`src/design/dtim_params.svh`:
```
`ifndef DTIM_PARAMS_SVH
`define DTIM_PARAMS_SVH

// Word banks, a power of two. Address bits 3..2 pick the bank.
`define DTIM_BANKS 4

// Entries in each bank. The address bits above the bank bits pick the index.
`define DTIM_SETS 16

// Cacheable window, from the base up to but not including the top.
`define DTIM_BASE_ADDR 32'h0000_0000
`define DTIM_TOP_ADDR 32'h0001_0000

`endif

```
`src/design/dtim_pkg.sv`:
```
`include "dtim_params.svh"

package dtim_pkg;

  localparam int bank_w = $clog2(`DTIM_BANKS);
  localparam int index_w = $clog2(`DTIM_SETS);
  localparam int tag_w = 32 - 2 - bank_w - index_w;

  typedef logic [31:0] word_t;
  typedef logic [31:0] addr_t;
  typedef logic [3:0] strb_t;
  typedef logic [bank_w-1:0] bank_t;
  typedef logic [index_w-1:0] index_t;
  typedef logic [tag_w-1:0] tag_t;

  // Lock, dirty, tag and data from the top bit down.
  typedef logic [tag_w+33:0] entry_t;

  typedef enum logic [1:0] {
    st_hit,
    st_fill,
    st_bypass,
    st_flush
  } ctrl_state_t;

endpackage

```
`src/design/dtim_ram.sv`:
```
`include "dtim_params.svh"

module dtim_ram (
  input  logic             clock,
  input  logic             wen,
  input  dtim_pkg::index_t waddr,
  input  dtim_pkg::entry_t wdata,
  input  dtim_pkg::index_t raddr,
  output dtim_pkg::entry_t rdata
);
  import dtim_pkg::*;

  entry_t mem [`DTIM_SETS];
  index_t raddr_q;

  always_ff @(posedge clock) begin
    raddr_q <= raddr;
    if (wen) begin
      mem[waddr] <= wdata;
    end
  end

  assign rdata = mem[raddr_q]; // One cycle after the address.

endmodule

```
`src/design/dtim_ctrl.sv`:
```
`include "dtim_params.svh"

module dtim_ctrl (
  input  logic             clock,
  input  logic             reset,
  input  logic             cpu_valid,
  input  logic             cpu_fence,
  input  dtim_pkg::addr_t  cpu_addr,
  input  dtim_pkg::word_t  cpu_wdata,
  input  dtim_pkg::strb_t  cpu_wstrb,
  output dtim_pkg::word_t  cpu_rdata,
  output logic             cpu_ready,
  output logic             mem_valid,
  output dtim_pkg::addr_t  mem_addr,
  output dtim_pkg::word_t  mem_wdata,
  output dtim_pkg::strb_t  mem_wstrb,
  input  dtim_pkg::word_t  mem_rdata,
  input  logic             mem_ready,
  output logic             bank_wen [`DTIM_BANKS],
  output dtim_pkg::index_t bank_waddr [`DTIM_BANKS],
  output dtim_pkg::entry_t bank_wdata [`DTIM_BANKS],
  output dtim_pkg::index_t bank_raddr [`DTIM_BANKS],
  input  dtim_pkg::entry_t bank_rdata [`DTIM_BANKS]
);
  import dtim_pkg::*;

  localparam int walk_w = index_w + bank_w;

  ctrl_state_t state_q;
  ctrl_state_t state_d;

  bank_t  cpu_bank;
  index_t cpu_index;

  logic   req_valid;
  logic   req_fence;
  logic   req_store;
  addr_t  req_addr;
  word_t  req_wdata;
  strb_t  req_wstrb;
  tag_t   req_tag;
  index_t req_index;
  bank_t  req_bank;

  entry_t hit_entry;
  logic   hit_lock;
  tag_t   hit_tag;
  word_t  hit_data;
  logic   in_window;

  index_t walk_index_q;
  index_t walk_index_d;
  bank_t  walk_bank_q;
  bank_t  walk_bank_d;
  logic   walk_adv;
  logic   walk_last;
  logic   walk_lock;
  logic   walk_dirty;
  tag_t   walk_tag;
  word_t  walk_data;

  logic   mem_launch;
  addr_t  mem_addr_d;
  word_t  mem_wdata_d;
  strb_t  mem_wstrb_d;

  logic   entry_wen;
  entry_t entry_wdata;

  function automatic word_t merge_bytes(word_t old_word, word_t new_word, strb_t strb);
    word_t merged;
    merged = old_word;
    for (int i = 0; i < 4; i++) begin
      if (strb[i]) begin
        merged[8*i +: 8] = new_word[8*i +: 8];
      end
    end
    return merged;
  endfunction

  assign cpu_bank = cpu_addr[2 +: bank_w];
  assign cpu_index = cpu_addr[2 + bank_w +: index_w];

  always_ff @(posedge clock) begin
    if (!reset) begin
      req_valid <= 1'b0;
    end else begin
      req_valid <= cpu_valid;
    end
  end

  always_ff @(posedge clock) begin
    if (cpu_valid) begin
      req_fence <= cpu_fence;
      req_addr <= cpu_addr;
      req_wdata <= cpu_wdata;
      req_wstrb <= cpu_wstrb;
      req_tag <= cpu_addr[31 -: tag_w];
      req_index <= cpu_index;
      req_bank <= cpu_bank;
    end
  end

  assign req_store = |req_wstrb;

  // The selected bank answers in the cycle after the request was taken.
  assign hit_entry = bank_rdata[req_bank];
  assign hit_lock = hit_entry[tag_w + 33];
  assign hit_tag = hit_entry[32 +: tag_w];
  assign hit_data = hit_entry[31:0];
  assign in_window = (req_addr - `DTIM_BASE_ADDR) < (`DTIM_TOP_ADDR - `DTIM_BASE_ADDR);

  assign {walk_lock, walk_dirty, walk_tag, walk_data} = bank_rdata[walk_bank_q];
  assign walk_last = &{walk_index_q, walk_bank_q};

  always_comb begin
    state_d = state_q;
    cpu_ready = 1'b0;
    cpu_rdata = '0;
    mem_launch = 1'b0;
    mem_addr_d = req_addr;
    mem_wdata_d = req_wdata;
    mem_wstrb_d = req_wstrb;
    entry_wen = 1'b0;
    entry_wdata = {1'b1, req_store, req_tag, merge_bytes(hit_data, req_wdata, req_wstrb)};
    walk_adv = 1'b0;
    case (state_q)
      st_hit: begin
        if (req_valid) begin
          if (req_fence) begin
            state_d = st_flush;
          end else if (!in_window || (hit_lock && hit_tag != req_tag)) begin
            state_d = st_bypass; // Held by another tag, so no eviction.
            mem_launch = 1'b1;
          end else if (!hit_lock) begin
            state_d = st_fill;
            mem_launch = 1'b1;
            mem_addr_d = {req_addr[31:2], 2'b00};
            mem_wstrb_d = '0;
          end else begin
            cpu_ready = 1'b1;
            cpu_rdata = req_store ? '0 : hit_data;
            entry_wen = req_store;
          end
        end
      end
      st_fill: begin
        entry_wdata = {1'b1, req_store, req_tag, merge_bytes(mem_rdata, req_wdata, req_wstrb)};
        if (mem_ready) begin
          state_d = st_hit;
          cpu_ready = 1'b1;
          cpu_rdata = req_store ? '0 : mem_rdata;
          entry_wen = 1'b1;
        end
      end
      st_bypass: begin
        if (mem_ready) begin
          state_d = st_hit;
          cpu_ready = 1'b1;
          cpu_rdata = req_store ? '0 : mem_rdata;
        end
      end
      st_flush: begin
        mem_addr_d = {walk_tag, walk_index_q, walk_bank_q, 2'b00};
        mem_wdata_d = walk_data;
        mem_wstrb_d = '1;
        if (mem_valid) begin
          walk_adv = mem_ready;
        end else if (walk_lock && walk_dirty) begin
          mem_launch = 1'b1; // Write back before the entry is cleared.
        end else begin
          walk_adv = 1'b1;
        end
        if (walk_adv && walk_last) begin
          state_d = st_hit;
          cpu_ready = 1'b1;
        end
      end
      default: begin
        state_d = st_hit;
      end
    endcase
  end

  // Bank walk order is bank first, then index.
  always_comb begin
    {walk_index_d, walk_bank_d} = {walk_index_q, walk_bank_q};
    if (walk_adv) begin
      {walk_index_d, walk_bank_d} = {walk_index_q, walk_bank_q} + walk_w'(1);
    end
  end

  always_comb begin
    for (int b = 0; b < `DTIM_BANKS; b++) begin
      bank_wen[b] = 1'b0;
      bank_waddr[b] = req_index;
      bank_wdata[b] = entry_wdata;
      bank_raddr[b] = walk_index_d;
    end
    if (state_q == st_flush) begin
      for (int b = 0; b < `DTIM_BANKS; b++) begin
        bank_waddr[b] = walk_index_q;
        bank_wdata[b] = '0;
      end
      bank_wen[walk_bank_q] = walk_adv;
    end else begin
      bank_wen[req_bank] = entry_wen;
      if (cpu_valid) begin
        bank_raddr[cpu_bank] = cpu_index;
      end
    end
  end

  always_ff @(posedge clock) begin
    if (!reset) begin
      state_q <= st_hit;
      walk_index_q <= '0;
      walk_bank_q <= '0;
      mem_valid <= 1'b0;
    end else begin
      state_q <= state_d;
      walk_index_q <= walk_index_d;
      walk_bank_q <= walk_bank_d;
      if (mem_launch) begin
        mem_valid <= 1'b1;
      end else if (mem_ready) begin
        mem_valid <= 1'b0;
      end
    end
  end

  always_ff @(posedge clock) begin
    if (mem_launch) begin
      mem_addr <= mem_addr_d;
      mem_wdata <= mem_wdata_d;
      mem_wstrb <= mem_wstrb_d;
    end
  end

endmodule

```
`src/design/dtim.sv`:
```
`include "dtim_params.svh"

module dtim (
  input  logic            clock,
  input  logic            reset,
  input  logic            cpu_valid,
  input  logic            cpu_fence,
  input  dtim_pkg::addr_t cpu_addr,
  input  dtim_pkg::word_t cpu_wdata,
  input  dtim_pkg::strb_t cpu_wstrb,
  output dtim_pkg::word_t cpu_rdata,
  output logic            cpu_ready,
  output logic            mem_valid,
  output dtim_pkg::addr_t mem_addr,
  output dtim_pkg::word_t mem_wdata,
  output dtim_pkg::strb_t mem_wstrb,
  input  dtim_pkg::word_t mem_rdata,
  input  logic            mem_ready
);
  import dtim_pkg::*;

  logic   bank_wen [`DTIM_BANKS];
  index_t bank_waddr [`DTIM_BANKS];
  entry_t bank_wdata [`DTIM_BANKS];
  index_t bank_raddr [`DTIM_BANKS];
  entry_t bank_rdata [`DTIM_BANKS];

  for (genvar b = 0; b < `DTIM_BANKS; b++) begin : gen_bank
    dtim_ram bank_i (
      .clock (clock),
      .wen   (bank_wen[b]),
      .waddr (bank_waddr[b]),
      .wdata (bank_wdata[b]),
      .raddr (bank_raddr[b]),
      .rdata (bank_rdata[b])
    );
  end

  dtim_ctrl ctrl_i (
    .clock      (clock),
    .reset      (reset),
    .cpu_valid  (cpu_valid),
    .cpu_fence  (cpu_fence),
    .cpu_addr   (cpu_addr),
    .cpu_wdata  (cpu_wdata),
    .cpu_wstrb  (cpu_wstrb),
    .cpu_rdata  (cpu_rdata),
    .cpu_ready  (cpu_ready),
    .mem_valid  (mem_valid),
    .mem_addr   (mem_addr),
    .mem_wdata  (mem_wdata),
    .mem_wstrb  (mem_wstrb),
    .mem_rdata  (mem_rdata),
    .mem_ready  (mem_ready),
    .bank_wen   (bank_wen),
    .bank_waddr (bank_waddr),
    .bank_wdata (bank_wdata),
    .bank_raddr (bank_raddr),
    .bank_rdata (bank_rdata)
  );

endmodule

```
`config.mk`:
```
export PLATFORM = sky130hd
export DESIGN_NAME = dtim
export DESIGN_NICKNAME = d
export VERILOG_FILES = /design/src/design/dtim_pkg.sv /design/src/design/dtim_ram.sv /design/src/design/dtim_ctrl.sv /design/src/design/dtim.sv
export VERILOG_INCLUDE_DIRS = /design/src /design/src/design
export SDC_FILE = /design/constraint.sdc
export NUM_CORES = 2
export LEC_CHECK = 0
export BUFFER_PORTS_ARGS = -buffer_cell sky130_fd_sc_hd__buf_2
export CAP_MARGIN = 20
export CELL_PAD_IN_SITES_DETAIL_PLACEMENT = 0
export CELL_PAD_IN_SITES_GLOBAL_PLACEMENT = 1
export CORE_MARGIN = 2
export CORE_UTILIZATION = 25
export CTS_BUF_LIST = sky130_fd_sc_hd__clkbuf_4 sky130_fd_sc_hd__clkbuf_8
export CTS_CLUSTER_SIZE = 14
export DETAILED_ROUTE_END_ITERATION = 16
export PLACE_DENSITY = 0.41
export SKIP_CTS_REPAIR_TIMING = 1
export SLEW_MARGIN = 20
export SYNTH_ARGS = -nofsm -noshare
export SYNTH_HDL_FRONTEND = slang
export SYNTH_SLANG_ARGS = --single-unit
```
`constraint.sdc`:
```
create_clock -name clock -period 17.2 [get_ports clock]
set_input_delay 1.72 -clock clock [delete_from_list [all_inputs] [get_ports clock]]
set_output_delay 1.72 -clock clock [all_outputs]
set_load 0.005 [all_outputs]
```
==> impl_metrics.yaml <==
global_route:
  grt_max_degree: 106
  grt_util_all_layers_pct: 17.9
  grt_pass1_wl_mm: 763
  antenna_found_initial: 61
  grt_overflow: 0
  grt_pass1_vias: 82685
route:
  drt_wl_total_mm: 571
  drt_iter0_drc: 8546
  remaining_drc_errors: 0
  dr.pass1.iters: 5
  wl_per_cell_um: 34.4
  viasPerCell: 4.82
  routed-via-count: 80186
  ant_nets: 0
final_layout:
  syn_to_final_growth_pct: 17.1
  nets: 8082
  n_fill_cell: 59654
  design_area_um2: 180000
  drive_above_1_share_pct: 33.7
yosys:
  synthTopCellsByCount: "edfxtp_1, mux4_2, mux2i_1, nand2_1, clkbuf_1"
  ys_top_cells_by_area: "edfxtp_1, mux4_2, mux2i_1, mux2_2, a22oi_1"
  syn_area_per_cell_um2: 21.5
  syn_nets: 7273
  async_flop_share_pct: 0
  yosysUniqueCellTypes: 75
  synthFlopType: "edfxtp_1"
  synth_area_um2: 154000
  yosysTopAreaCell: "edfxtp_1"
  ys_warn_count: 0
  ys_ff_latch: 3875
  synth_top_area_share_pct: 75.2
  yosysSeqAreaShare_pct: 75.6
  syn_inst: 7160
  synth-edff-count: 3849
  synth.most_common_cell: "edfxtp_1"
pwr:
  cellLeakagePower_nw: 55.9
  ir_drop_uv: 80.2
  power.density_nw_per_um2: 113
timing:
  fin_ws_ns: 8.02
  slew_violations: 0
  period_needed_ns: 9.18
  slew_headroom_pct: 22.2
  max_freq_mhz: 109
  tns_ns: 0
  worst_pin_slew_ns: 1.17
  grt_setup_unrepaired: "no"
  hold_viol_final: 0
  skew_ns: 0.0905
  finalCritPeriodShare_pct: 53.4
  setup_viol: 0
worst_setup_path:
  ff2ff_path_depth: 13
  critical_path_class: "reg -> out"
  cp_max_fo: 83
  crit_slowest_cell: "nor4_4"
  slowest_delay_ns: 0.82
  crit_chain: "buf_4 -> mux4_2 -> mux2i_1 -> o22ai_1 -> a211o_1 -> o21ai_0 -> nand4b_1 -> nor4_4 -> nand4_1 -> buf_12 -> o32ai_1 -> buf_2"
  critPathCaptureType: "primary output"
  ff2ff_setup_slack_ns: 9.65
  startpoint_type: "flip-flop"
  critPathArrivalTime_ns: 7.46
  crit_required_ns: 15.48
clock_tree:
  insertion_delay_ns: 1.30
  cts_buffers: 672
  clock_path_buffers: 4
  numClockSinks: 3875
  htree_levels: 6
  clkTransAtPathRegs_ns: 0.06
  clockRootBuffer: "clkbuf_8"
  cts_tree: "done"
place:
  port_buffers: 206
  place_ws_ns: 9.40
  hpwlAfterDp_mm: 341
  gp_congestion: 0.802
  placed_area_um2: 167000
status:
  outcome: "finished clean"
min_path:
  whs_path_depth: 1
  hp-class: "reg -> reg"
floorplan:
  coreArea_um2: 612000
  die_area_um2: 621000
  row_count: 287
  dieHeight_um: 788
  dieWidth_um: 788
  start_util_pct: 25.1
  ios: 207
flow_run:
  drv_cap: 0
## critical path: cells and delay by family, from the launching register on
family                 cells  cell delay [ns]
and+or+nand+nor            3             1.41
buffers and inverters      3             1.25
AOI/OAI and AO/OA          4             1.69
DFF                        1             0.66
muxes                      2             0.86
## power by group
group	switching (mW)	internal, mW
Combinational	0.973	0.374
Sequential	0.0470	10.6
Clock	4.00	4.35
Total	5.02	15.4
## layout make-up
cell class                 count  area [um2]  share of cell area [%]
tap                         8092       10100                    5.63
clock inverter               297        1930                    1.07
antenna                       38        95.1                  0.0528
sequential                  3875      116000                    64.6
inverter                      26         110                  0.0612
clock buffer                 910       11100                    6.16
timing repair buffer         557        3900                    2.17
multi-input combinational   2837       36500                    20.3
## registers in the layout, summed over array words and instances (netlist names), named ones only
signal	flops
gen_bank.bank_i.mem	3712
ctrl_i.mem_addr	32
ctrl_i.mem_wdata	32
ctrl_i.req_wdata	32
ctrl_i.req_tag	24
ctrl_i.req_addr	8
ctrl_i.mem_wstrb	4
ctrl_i.req_wstrb	4
ctrl_i.walk_index_q	4
ctrl_i.state_q	2
ctrl_i.walk_bank_q	2
ctrl_i.mem_valid	1
ctrl_i.req_fence	1
ctrl_i.req_valid	1
## layout by cell type, fill, tap and decap left out, types with 11 or more instances in the layout
master | synthesis | routed
nor2_4 | 0 | 44
clkinv_1 | 3 | 182
inv_12 | 0 | 16
mux2i_1 | 410 | 410
o41ai_4 | 0 | 45
buf_4 | 31 | 335
nor2b_4 | 0 | 18
and3_1 | 12 | 12
nand3_1 | 60 | 59
and2_1 | 24 | 24
a22o_1 | 31 | 31
nand2b_1 | 45 | 43
o21ai_0 | 127 | 126
edfxtp_1 | 3849 | 3849
a21oi_1 | 137 | 121
buf_12 | 2 | 14
buf_2 | 87 | 205
o2111ai_1 | 11 | 11
inv_1 | 20 | 18
clkbuf_4 | 1 | 230
a21oi_4 | 0 | 16
nand2_1 | 219 | 219
diode_2 | 0 | 38
o211ai_1 | 24 | 24
inv_6 | 0 | 12
nor3_1 | 28 | 27
clkbuf_8 | 0 | 680
a22oi_1 | 159 | 159
a211oi_1 | 19 | 19
clkinv_2 | 0 | 53
mux2_2 | 145 | 145
mux4_2 | 951 | 951
o22ai_1 | 20 | 20
dfxtp_4 | 0 | 14
nor2_1 | 182 | 132
o2111a_1 | 24 | 24
## final timing paths
path / startpoint / endpoint
min reg2reg: ctrl_i.req_addr[1] / ctrl_i.mem_addr[1]
max: flip-flop / cpu_ready
max reg2reg: flip-flop / gen_bank[0].bank_i.mem[14][42]
min: ctrl_i.req_addr[1] / ctrl_i.mem_addr[1]
## per-stage QoR
| stage | utilization (%) | hold slack [ns] | total power, mW | instances |
|---|---|---|---|---|
| 3_3_place_gp | 27.3 | 0.519 | 12.2 | 15382 |
| 2_1_floorplan | - | 0.497 | 11.6 | 7160 |
| 3_5_place_dp | 27.3 | 0.514 | 12.2 | 15383 |
| 4_1_cts | 29.4 | 0.434 | 20.7 | 16590 |
| 5_1_grt | 29.4 | 0.511 | 21.1 | 16601 |
| 6_report | 29.4 | 0.537 | 20.4 | 16632 |
## kinds of logic (layout without fill, tap and decap cells)
family,count (synthesis),in the layout,synth area share (%)
AO/OA/AOI/OAI,655,655,3.14
XOR/XNOR,11,11,0.0627
adder cells (fa/ha/maj),8,8,0.0652
buffers and inverters,448,1790,1.47
flip-flops,3875,3875,75.6
multiplexers,1506,1506,17.7
other,0,38,0
AND/OR/NAND/NOR,657,657,2.00
## per-layer routing
metal	vias to the layer above	global-route usage, %	routed length, um	part of all wire, %
met5	-	0	46	0.0080
met4	6	3.72	11000	1.9
met3	674	2.80	31400	5.5
met2	2798	28.6	267000	47
met1	44706	25.8	262000	46
li1	32002	-	-	-
Power figures use the tool's default switching activity.
